==> src/source/core_decode_pkg.sv <==
package core_decode_pkg;

	// ##############################
	// Basic types
	// ##############################

	typedef logic [31:0] word;
	typedef logic [3:0] reg_num;

	typedef enum logic [3:0] {
		EQ,
		NE,
		CS,
		CC,
		MI,
		PL,
		VS,
		VC,
		HI,
		LS,
		GE,
		LT,
		GT,
		LE,
		AL,
		NV
	} cond_code;

	// Opcode order follows bits 24:21 of a data-processing word.
	typedef enum logic [3:0] {
		AND,
		EOR,
		SUB,
		RSB,
		ADD,
		ADC,
		SBC,
		RSC,
		TST,
		TEQ,
		CMP,
		CMN,
		ORR,
		MOV,
		BIC,
		MVN
	} alu_op;

	typedef enum logic [1:0] {
		LSL,
		LSR,
		ASR,
		ROR
	} shift_op;

	typedef enum logic [2:0] {
		GROUP_DATA,
		GROUP_BRANCH,
		GROUP_LDST,
		GROUP_MUL,
		GROUP_UNDEF
	} insn_group;

	typedef enum logic [1:0] {
		IDLE,
		WAIT_REQ_LOW,
		WAIT_OUT_ACK
	} stage_state;

	// ##############################
	// Decoded records
	// ##############################

	// For load/store the 12-bit immediate offset is {rot, imm}.
	typedef struct packed {
		logic is_imm;
		logic [7:0] imm;
		logic [3:0] rot;
		reg_num r;
		shift_op shift;
		logic [4:0] shift_imm;
		reg_num rs;
		logic shift_by_reg;
	} snd_decode;

	typedef struct packed {
		logic execute;
		logic undefined;
		logic conditional;
		logic writeback;
		logic update_flags;
		logic branch;
		logic ldst;
		logic mul;
	} ctrl_decode;

	typedef struct packed {
		alu_op op;
		reg_num rn;
		reg_num rd;
		logic uses_rn;
	} data_decode;

	typedef struct packed {
		logic link;
		logic [29:0] offset;
	} branch_decode;

	typedef struct packed {
		logic load;
		logic byte_access;
		logic pre_index;
		logic increment;
		logic base_writeback;
		reg_num rn;
		reg_num rd;
	} ldst_decode;

	typedef struct packed {
		logic accumulate;
		reg_num rd;
		reg_num rn;
		reg_num rs;
		reg_num rm;
	} mul_decode;

	typedef struct packed {
		cond_code cond;
		ctrl_decode ctrl;
		snd_decode snd;
		data_decode data;
		branch_decode branch;
		ldst_decode ldst;
		mul_decode mul;
	} insn_decode;

endpackage

==> src/source/snd_port.sv <==
`timescale 1ns/1ns

// Shifter operand as seen at word level. is_imm_rule is bit 25 and
// shift_by_reg_rule is bit 4, the users pick the polarity they need.
interface snd_port;
	core_decode_pkg::snd_decode decode;
	logic is_imm_rule;
	logic shift_by_reg_rule;
	logic undefined;

	modport source(
		output decode,
		output is_imm_rule,
		output shift_by_reg_rule,
		output undefined
	);

	modport user(
		input decode,
		input is_imm_rule,
		input shift_by_reg_rule,
		input undefined
	);
endinterface
==> src/source/core_decode.sv <==
`timescale 1ns/1ns

module core_decode (
	input core_decode_pkg::word insn,
	output core_decode_pkg::insn_decode dec
);

	core_decode_pkg::insn_group group;
	logic execute, conditional;
	core_decode_pkg::branch_decode dec_branch;

	core_decode_pkg::data_decode data;
	logic data_writeback, data_update_flags, data_undefined;

	core_decode_pkg::ldst_decode ldst;
	core_decode_pkg::data_decode ldst_alu;
	logic ldst_writeback, ldst_undefined;

	core_decode_pkg::mul_decode mul;
	logic mul_update_flags;

	snd_port snd_if();

	core_decode_class classify (
		.insn(insn),
		.group(group),
		.execute(execute),
		.conditional(conditional),
		.dec_branch(dec_branch)
	);

	core_decode_snd snd_operand (
		.insn(insn),
		.snd(snd_if)
	);

	core_decode_data group_data (
		.insn(insn),
		.snd(snd_if),
		.decode(data),
		.writeback(data_writeback),
		.update_flags(data_update_flags),
		.undefined(data_undefined)
	);

	core_decode_ldst group_ldst (
		.insn(insn),
		.snd(snd_if),
		.decode(ldst),
		.alu(ldst_alu),
		.writeback(ldst_writeback),
		.undefined(ldst_undefined)
	);

	core_decode_mul group_mul (
		.insn(insn),
		.decode(mul),
		.update_flags(mul_update_flags)
	);

	// ##############################
	// Group merge
	// ##############################

	always_comb begin
		dec = '0;
		dec.cond = core_decode_pkg::cond_code'(insn[31:28]);
		dec.ctrl.execute = execute;
		dec.ctrl.conditional = conditional;

		case (group)
			core_decode_pkg::GROUP_DATA: begin
				dec.ctrl.undefined = data_undefined;
				dec.ctrl.writeback = data_writeback;
				dec.ctrl.update_flags = data_update_flags;
				dec.snd = snd_if.decode;
				dec.data = data;
			end
			core_decode_pkg::GROUP_BRANCH: begin
				dec.ctrl.branch = 1'b1;
				dec.ctrl.writeback = dec_branch.link;
				dec.branch = dec_branch;
			end
			core_decode_pkg::GROUP_LDST: begin
				dec.ctrl.ldst = 1'b1;
				dec.ctrl.undefined = ldst_undefined;
				dec.ctrl.writeback = ldst_writeback;
				dec.snd = snd_if.decode;
				// Load/store reads bit 25 the other way round.
				dec.snd.is_imm = !snd_if.is_imm_rule;
				dec.data = ldst_alu;
				dec.ldst = ldst;
			end
			core_decode_pkg::GROUP_MUL: begin
				dec.ctrl.mul = 1'b1;
				dec.ctrl.writeback = 1'b1;
				dec.ctrl.update_flags = mul_update_flags;
				dec.mul = mul;
			end
			default:
				dec.ctrl.undefined = 1'b1;
		endcase
	end

endmodule

==> src/source/core_decode_class.sv <==
`timescale 1ns/1ns

module core_decode_class (
	input core_decode_pkg::word insn,
	output core_decode_pkg::insn_group group,
	output logic execute,
	output logic conditional,
	output core_decode_pkg::branch_decode dec_branch
);

	core_decode_pkg::cond_code cond;
	logic is_mul;
	logic is_data;
	logic is_test_no_s;
	logic is_ldst;
	logic is_branch;

	assign cond = core_decode_pkg::cond_code'(insn[31:28]);
	assign execute = cond != core_decode_pkg::NV;
	assign conditional = cond != core_decode_pkg::AL;

	assign is_mul = insn[27:22] == 6'b000000 && insn[7:4] == 4'b1001;
	assign is_data = insn[27:26] == 2'b00;
	assign is_ldst = insn[27:26] == 2'b01;
	assign is_branch = insn[27:25] == 3'b101;

	// TST..CMN without S is where the PSR transfers and swaps live.
	assign is_test_no_s = insn[24:23] == 2'b10 && !insn[20];

	always_comb begin
		if (is_mul)
			group = core_decode_pkg::GROUP_MUL;
		else if (is_data && !is_test_no_s)
			group = core_decode_pkg::GROUP_DATA;
		else if (is_ldst)
			group = core_decode_pkg::GROUP_LDST;
		else if (is_branch)
			group = core_decode_pkg::GROUP_BRANCH;
		else
			group = core_decode_pkg::GROUP_UNDEF;
	end

	// Word offset, the 24-bit field sign-extended to 30 bits.
	assign dec_branch.link = insn[24];
	assign dec_branch.offset = {{6{insn[23]}}, insn[23:0]};

endmodule

==> src/source/core_decode_data.sv <==
`timescale 1ns/1ns

module core_decode_data (
	input core_decode_pkg::word insn,
	snd_port.user snd,
	output core_decode_pkg::data_decode decode,
	output logic writeback,
	output logic update_flags,
	output logic undefined
);

	core_decode_pkg::alu_op op;

	assign op = core_decode_pkg::alu_op'(insn[24:21]);

	assign decode.op = op;
	assign decode.rn = insn[19:16];
	assign decode.rd = insn[15:12];

	always_comb begin
		case (op)
			core_decode_pkg::MOV,
			core_decode_pkg::MVN:
				decode.uses_rn = 1'b0;
			default:
				decode.uses_rn = 1'b1;
		endcase
	end

	// Compare and test opcodes only set flags.
	always_comb begin
		case (op)
			core_decode_pkg::TST,
			core_decode_pkg::TEQ,
			core_decode_pkg::CMP,
			core_decode_pkg::CMN:
				writeback = 1'b0;
			default:
				writeback = 1'b1;
		endcase
	end

	assign update_flags = insn[20];

	// Bit 25 set means a rotated immediate for this group.
	assign undefined = !snd.is_imm_rule && snd.undefined;

endmodule

==> src/source/core_decode_ldst.sv <==
`timescale 1ns/1ns

module core_decode_ldst (
	input core_decode_pkg::word insn,
	snd_port.user snd,
	output core_decode_pkg::ldst_decode decode,
	output core_decode_pkg::data_decode alu,
	output logic writeback,
	output logic undefined
);

	logic increment;
	core_decode_pkg::reg_num rn;

	assign increment = insn[23];
	assign rn = insn[19:16];

	assign decode.load = insn[20];
	assign decode.byte_access = insn[22];
	assign decode.pre_index = insn[24];
	assign decode.increment = increment;
	assign decode.rn = rn;
	assign decode.rd = insn[15:12];

	// Post-indexed accesses always update the base.
	assign decode.base_writeback = !insn[24] || insn[21];

	assign writeback = insn[20];

	// ##############################
	// Address calculation
	// ##############################

	// The ALU forms rn +/- offset, the result goes back to rn.
	always_comb begin
		alu.op = increment ? core_decode_pkg::ADD : core_decode_pkg::SUB;
		alu.rn = rn;
		alu.rd = rn;
		alu.uses_rn = 1'b1;
	end

	// Here bit 25 set selects the register offset, which takes no
	// register-specified shift. Bit 4 set lands in the media space.
	assign undefined = snd.is_imm_rule && snd.shift_by_reg_rule;

endmodule

==> src/source/core_decode_mul.sv <==
`timescale 1ns/1ns

module core_decode_mul (
	input core_decode_pkg::word insn,
	output core_decode_pkg::mul_decode decode,
	output logic update_flags
);

	// MLA computes rd = rm * rs + rn.
	assign decode.accumulate = insn[21];
	assign decode.rd = insn[19:16];
	assign decode.rn = insn[15:12];
	assign decode.rs = insn[11:8];
	assign decode.rm = insn[3:0];

	assign update_flags = insn[20];

endmodule

==> src/source/core_decode_snd.sv <==
`timescale 1ns/1ns

module core_decode_snd (
	input core_decode_pkg::word insn,
	snd_port.source snd
);

	logic by_reg;

	assign by_reg = insn[4];

	assign snd.is_imm_rule = insn[25];
	assign snd.shift_by_reg_rule = by_reg;

	// ##############################
	// Immediate form
	// ##############################

	assign snd.decode.is_imm = insn[25];
	assign snd.decode.imm = insn[7:0];
	assign snd.decode.rot = insn[11:8];

	// ##############################
	// Register form
	// ##############################

	assign snd.decode.r = insn[3:0];
	assign snd.decode.shift = core_decode_pkg::shift_op'(insn[6:5]);
	assign snd.decode.shift_by_reg = by_reg;

	// Only one of the two shift amount sources is meaningful.
	assign snd.decode.shift_imm = by_reg ? 5'd0 : insn[11:7];
	assign snd.decode.rs = by_reg ? insn[11:8] : 4'd0;

	// Bit 7 with bit 4 is the multiply and extra load/store space,
	// not a shifter operand.
	assign snd.undefined = insn[7] && by_reg;

endmodule

==> src/source/core_decode_stage.sv <==
`timescale 1ns/1ns

module core_decode_stage (
	input logic clk,
	input logic reset,

	input logic insn_req,
	output logic insn_ack,
	input core_decode_pkg::word insn,

	output logic dec_req,
	input logic dec_ack,
	output core_decode_pkg::insn_decode dec
);

	core_decode_pkg::stage_state state;
	core_decode_pkg::insn_decode decoded;

	core_decode decoder (
		.insn(insn),
		.dec(decoded)
	);

	// ##############################
	// Handshake sequencer
	// ##############################

	// The two handshakes release on their own. The FSM only tracks
	// when both have finished, so a slow sink stalls the next capture.
	always_ff @(posedge clk) begin
		if (reset) begin
			state <= core_decode_pkg::IDLE;
			insn_ack <= 1'b0;
			dec_req <= 1'b0;
			dec <= '0;
		end else begin
			if (insn_ack && !insn_req)
				insn_ack <= 1'b0;

			if (dec_req && dec_ack)
				dec_req <= 1'b0;

			case (state)
				core_decode_pkg::IDLE:
					if (insn_req) begin
						dec <= decoded;
						insn_ack <= 1'b1;
						dec_req <= 1'b1;
						state <= core_decode_pkg::WAIT_REQ_LOW;
					end
				core_decode_pkg::WAIT_REQ_LOW:
					if (!insn_req)
						state <= core_decode_pkg::WAIT_OUT_ACK;
				core_decode_pkg::WAIT_OUT_ACK:
					if (!dec_req && !dec_ack)
						state <= core_decode_pkg::IDLE;
				default:
					state <= core_decode_pkg::IDLE;
			endcase
		end
	end

endmodule

==> config.mk <==
export PLATFORM = sky130hd
export DESIGN_NAME = core_decode_stage
export DESIGN_NICKNAME = d
export VERILOG_FILES = /design/src/source/core_decode_pkg.sv /design/src/source/snd_port.sv /design/src/source/core_decode.sv /design/src/source/core_decode_class.sv /design/src/source/core_decode_data.sv /design/src/source/core_decode_ldst.sv /design/src/source/core_decode_mul.sv /design/src/source/core_decode_snd.sv /design/src/source/core_decode_stage.sv
export SDC_FILE = /design/constraint.sdc
export NUM_CORES = 1
export LEC_CHECK = 0
export ABC_AREA = 1
export BUFFER_PORTS_ARGS = -buffer_cell sky130_fd_sc_hd__buf_2
export CORE_MARGIN = 2
export CORE_UTILIZATION = 44
export DETAILED_ROUTE_END_ITERATION = 10
export GPL_ROUTABILITY_DRIVEN = 0
export HOLD_SLACK_MARGIN = 0.08
export PLACE_DENSITY = 0.75
export REMOVE_ABC_BUFFERS = 1
export SLEW_MARGIN = 20
export SYNTH_ARGS = -nofsm -noshare
export SYNTH_HDL_FRONTEND = slang
export SYNTH_SLANG_ARGS = --single-unit
==> constraint.sdc <==
create_clock -name clk -period 1.17 [get_ports clk]
set_clock_uncertainty 0.05 [all_clocks]
set_input_delay 0.117 -clock clk [delete_from_list [all_inputs] [get_ports clk]]
set_output_delay 0.117 -clock clk [all_outputs]
set_load 0.02 [all_outputs]
==> results.sh <==
export IMPL_status="complete, but fails checks"
export IMPL_violations="negative setup slack"
export IMPL_grt_first_pass_wirelength_um=18700
export IMPL_nets=779
export IMPL_setup_viol=86
export IMPL_grt_ovfl_total=0
export IMPL_endpoint_kind="register"
export IMPL_die_y_um=101
export IMPL_synth_seq_area_share_pct=51.0
export IMPL_hold_path_class="input port to register"
export IMPL_critPathArrivalTime_ps=1570
export IMPL_placed_area_um2=5250
export IMPL_fmax_mhz=747
export IMPL_gr_usage_all_layers_pct=22.9
export IMPL_fillCellCount=772
export IMPL_r2r_slack_ps=-170
export IMPL_hpwl_um=8280
export IMPL_yosysUniqueCellTypes=24
export IMPL_vdd_drop_max_mv=0.640
export IMPL_ios=153
export IMPL_core_um2=9200
export IMPL_final_util_pct=65.9
export IMPL_drv_slew=0
export IMPL_critPathTopFamily="flip-flops"
export IMPL_postSynthCellCount=544
export IMPL_vias_per_cell=5.00
export IMPL_worstSetupPathType="register to register"
export IMPL_power_leakage_nw=2.92
export IMPL_path_cells="nor2_4, nand2_4, clkinv_2, nand2_1, buf_4, o21ai_2, inv_1, a21oi_1"
export IMPL_antenna_found_initial=0
export IMPL_ys_ff_latch=106
export IMPL_drive_above_1_share_pct=37.3
export IMPL_critPathMaxFanout=5
export IMPL_via_count=4283
export IMPL_grt_max_degree=59
export IMPL_pwr_density_cell_nw_per_um2=1220
export IMPL_crit_required_ps=1400
export IMPL_netlist_area_um2=4160
export IMPL_cts_tree="built"
export IMPL_area_delta_synth_final_pct=45.7
export IMPL_port_buffers=152
export IMPL_hold_viol=0
export IMPL_drc_errors=0
export IMPL_insertion_delay_ps=350
export IMPL_fin_area_um2=6060
export IMPL_drtPass1Iterations=5
export IMPL_cp_slowest_cell="dfxtp_2"
export IMPL_critPathLaunch="state[1]$_SDFFE_PP0P_"
export IMPL_path_clk_slew_ps=100
export IMPL_ant_nets=0
export IMPL_clock_path_buffers=2
export IMPL_initial_core_util_pct=45.2
export IMPL_die_w_um=101
export IMPL_finalCritPeriodShare_pct=114
export IMPL_cp_num_cells=8
export IMPL_diodes=0
export IMPL_drt_initial_drc_count=181
export IMPL_reg2reg_depth=8
export IMPL_cts_buffers=9
export IMPL_setup_tns_final_ps=-9060
export IMPL_tightest_slew_ps=267
export IMPL_critPathCapture="dec[71]$_SDFFE_PP0P_"
export IMPL_max_cap_viol_count=0
export IMPL_report_power_total_w=0.00738
export IMPL_period_needed_ps=1340
export IMPL_start_kind="register"
export IMPL_slew_headroom_pct=82.1
export IMPL_wl_per_cell_um=14.4
export IMPL_first_global_vias=3988
export IMPL_dp_slack_ps=-238
export IMPL_syn_avg_cell_area_um2=7.64
export IMPL_rows=35
export IMPL_cts_max_level=3
export IMPL_wirelength_um=12300
export IMPL_crit_path_max_incr_delay_ps=350
export IMPL_clockRootBuffer="clkbuf_8"
export IMPL_synth_warning_count=0
export IMPL_rsz0062_at_grt="true"
export IMPL_fin_ws_ps=-168
export IMPL_die_area_um2=10200
export IMPL_critPathBufInv=3
export IMPL_rr_startpoint="state[1]$_SDFFE_PP0P_"
export IMPL_reg2reg_to="dec[71]$_SDFFE_PP0P_"
export IMPL_cts_num_sinks=106
-- worst min-delay path by stage --
stage / slack, ps / start / end / cells after the start
5_1_grt: 110 / insn[7] / dec[37]$_SDFFE_PP0P_ / 4
3_5_place_dp: 330 / insn[29] / dec[112]$_SDFFE_PP0P_ / 3
4_1_cts: 90 / insn[25] / dec[102]$_SDFFE_PP0P_ / 4
2_1_floorplan: 140 / reset / dec[0]$_SDFFE_PP0P_ / 1
3_3_place_gp: 320 / insn[29] / dec[112]$_SDFFE_PP0P_ / 3
6_report: 100 / insn[25] / dec[102]$_SDFFE_PP0P_ / 4
-- layer usage --
layer	wire length [um]	vias up	global-route usage (%)
met4	183	0	8.00
met3	715	17	4.49
met1	5240	1989	27.8
met5	0	-	0
li1	-	2137	-
met2	6160	140	40.3
-- cell usage after synthesis, drive strengths merged --
library cell | n | area (um^2)
dfxtp | 106 | 2120
nand2 | 144 | 566
o21bai | 1 | 7.51
nand3 | 19 | 95.1
nor3 | 2 | 10.0
a211oi | 2 | 15.0
o211ai | 1 | 7.51
inv | 33 | 124
or2 | 1 | 6.26
a22oi | 25 | 188
clkbuf | 15 | 56.3
a21oi | 68 | 340
o21ai | 13 | 65.1
clkinv | 1 | 3.75
buf | 31 | 210
nor2 | 82 | 342
-- timing repair --
| action | 4_1_cts | 5_1_grt |
|---|---|---|
| setup endpoints to repair | 110 | 102 |
| hold endpoints to repair | 75 | 0 |
| buffers inserted | 3 | 2 |
| pin swaps | 2 | 2 |
| resized for setup | 29 | 40 |
| hold buffers | 27 | 0 |
| gates cloned | 0 | 3 |
-- area by class of cell --
| cell class | count | area (um^2) | area share, % |
|---|---|---|---|
| clock inverter | 4 | 53.8 | 0.888 |
| multi-input combinational | 358 | 1820 | 30.0 |
| clock buffer | 10 | 128 | 2.11 |
| timing repair buffer | 233 | 1650 | 27.3 |
| tap | 111 | 139 | 2.29 |
| timing repair inverter | 1 | 7.51 | 0.124 |
| sequential | 106 | 2130 | 35.1 |
| inverter | 34 | 133 | 2.19 |
-- logic make-up (layout without fill, tap and decap cells) --
family / count (synthesis) / in the layout / share of synthesized area (%)
DFF: 106 / 106 / 51.0
buffers and inverters: 80 / 282 / 9.48
AOI/OAI and AO/OA: 110 / 110 / 15.0
and+or+nand+nor: 248 / 248 / 24.5
-- cell usage in the layout, fill, tap and decap left out, types with 2 or more instances in the layout --
cell type	n
a211oi_2	2
a21oi_1	53
a21oi_2	15
a22oi_1	21
a22oi_2	4
buf_12	11
buf_2	151
buf_4	36
buf_6	5
clkbuf_16	2
clkbuf_8	9
clkinvlp_4	4
dfxtp_1	103
dfxtp_2	3
dlygate4sd3_1	27
inv_1	31
nand2_1	127
nand2_2	12
nand2_4	5
nand3_1	19
nor2_1	70
nor2_2	4
nor2_4	7
nor3_1	2
o21ai_0	10
o21ai_1	2
-- report_power, final --
| group | internal [W] | total (W) | leakage [nW] | switching (W) |
|---|---|---|---|---|
| Clock | 0.000977 | 0.00216 | 0.0848 | 0.00118 |
| Sequential | 0.00374 | 0.00382 | 0.864 | 0.0000800 |
| Combinational | 0.000571 | 0.00141 | 1.97 | 0.000834 |
| Total | 0.00529 | 0.00738 | 2.92 | 0.00209 |
-- worst reg2reg max path, delay by kind of cell, from the launching register on --
kind                   cells  cell delay [ps]
AO/OA/AOI/OAI              2              240
AND/OR/NAND/NOR            3              300
flip-flops                 1              350
buffers and inverters      3              330
-- state kept, by name, summed over array words and instances, names as in the netlist --
| name | flops |
|---|---|
| state | 2 |
| dec_req | 1 |
| dec | 102 |
| insn_ack | 1 |
-- through the flow --
stage          cells  hold slack [ps]
5_1_grt          857              115
2_1_floorplan    498              136
6_report         857              101
3_5_place_dp     808              332
4_1_cts          852             92.1
3_3_place_gp     808              317
Note: power is estimated with default switching activity, not from simulation.
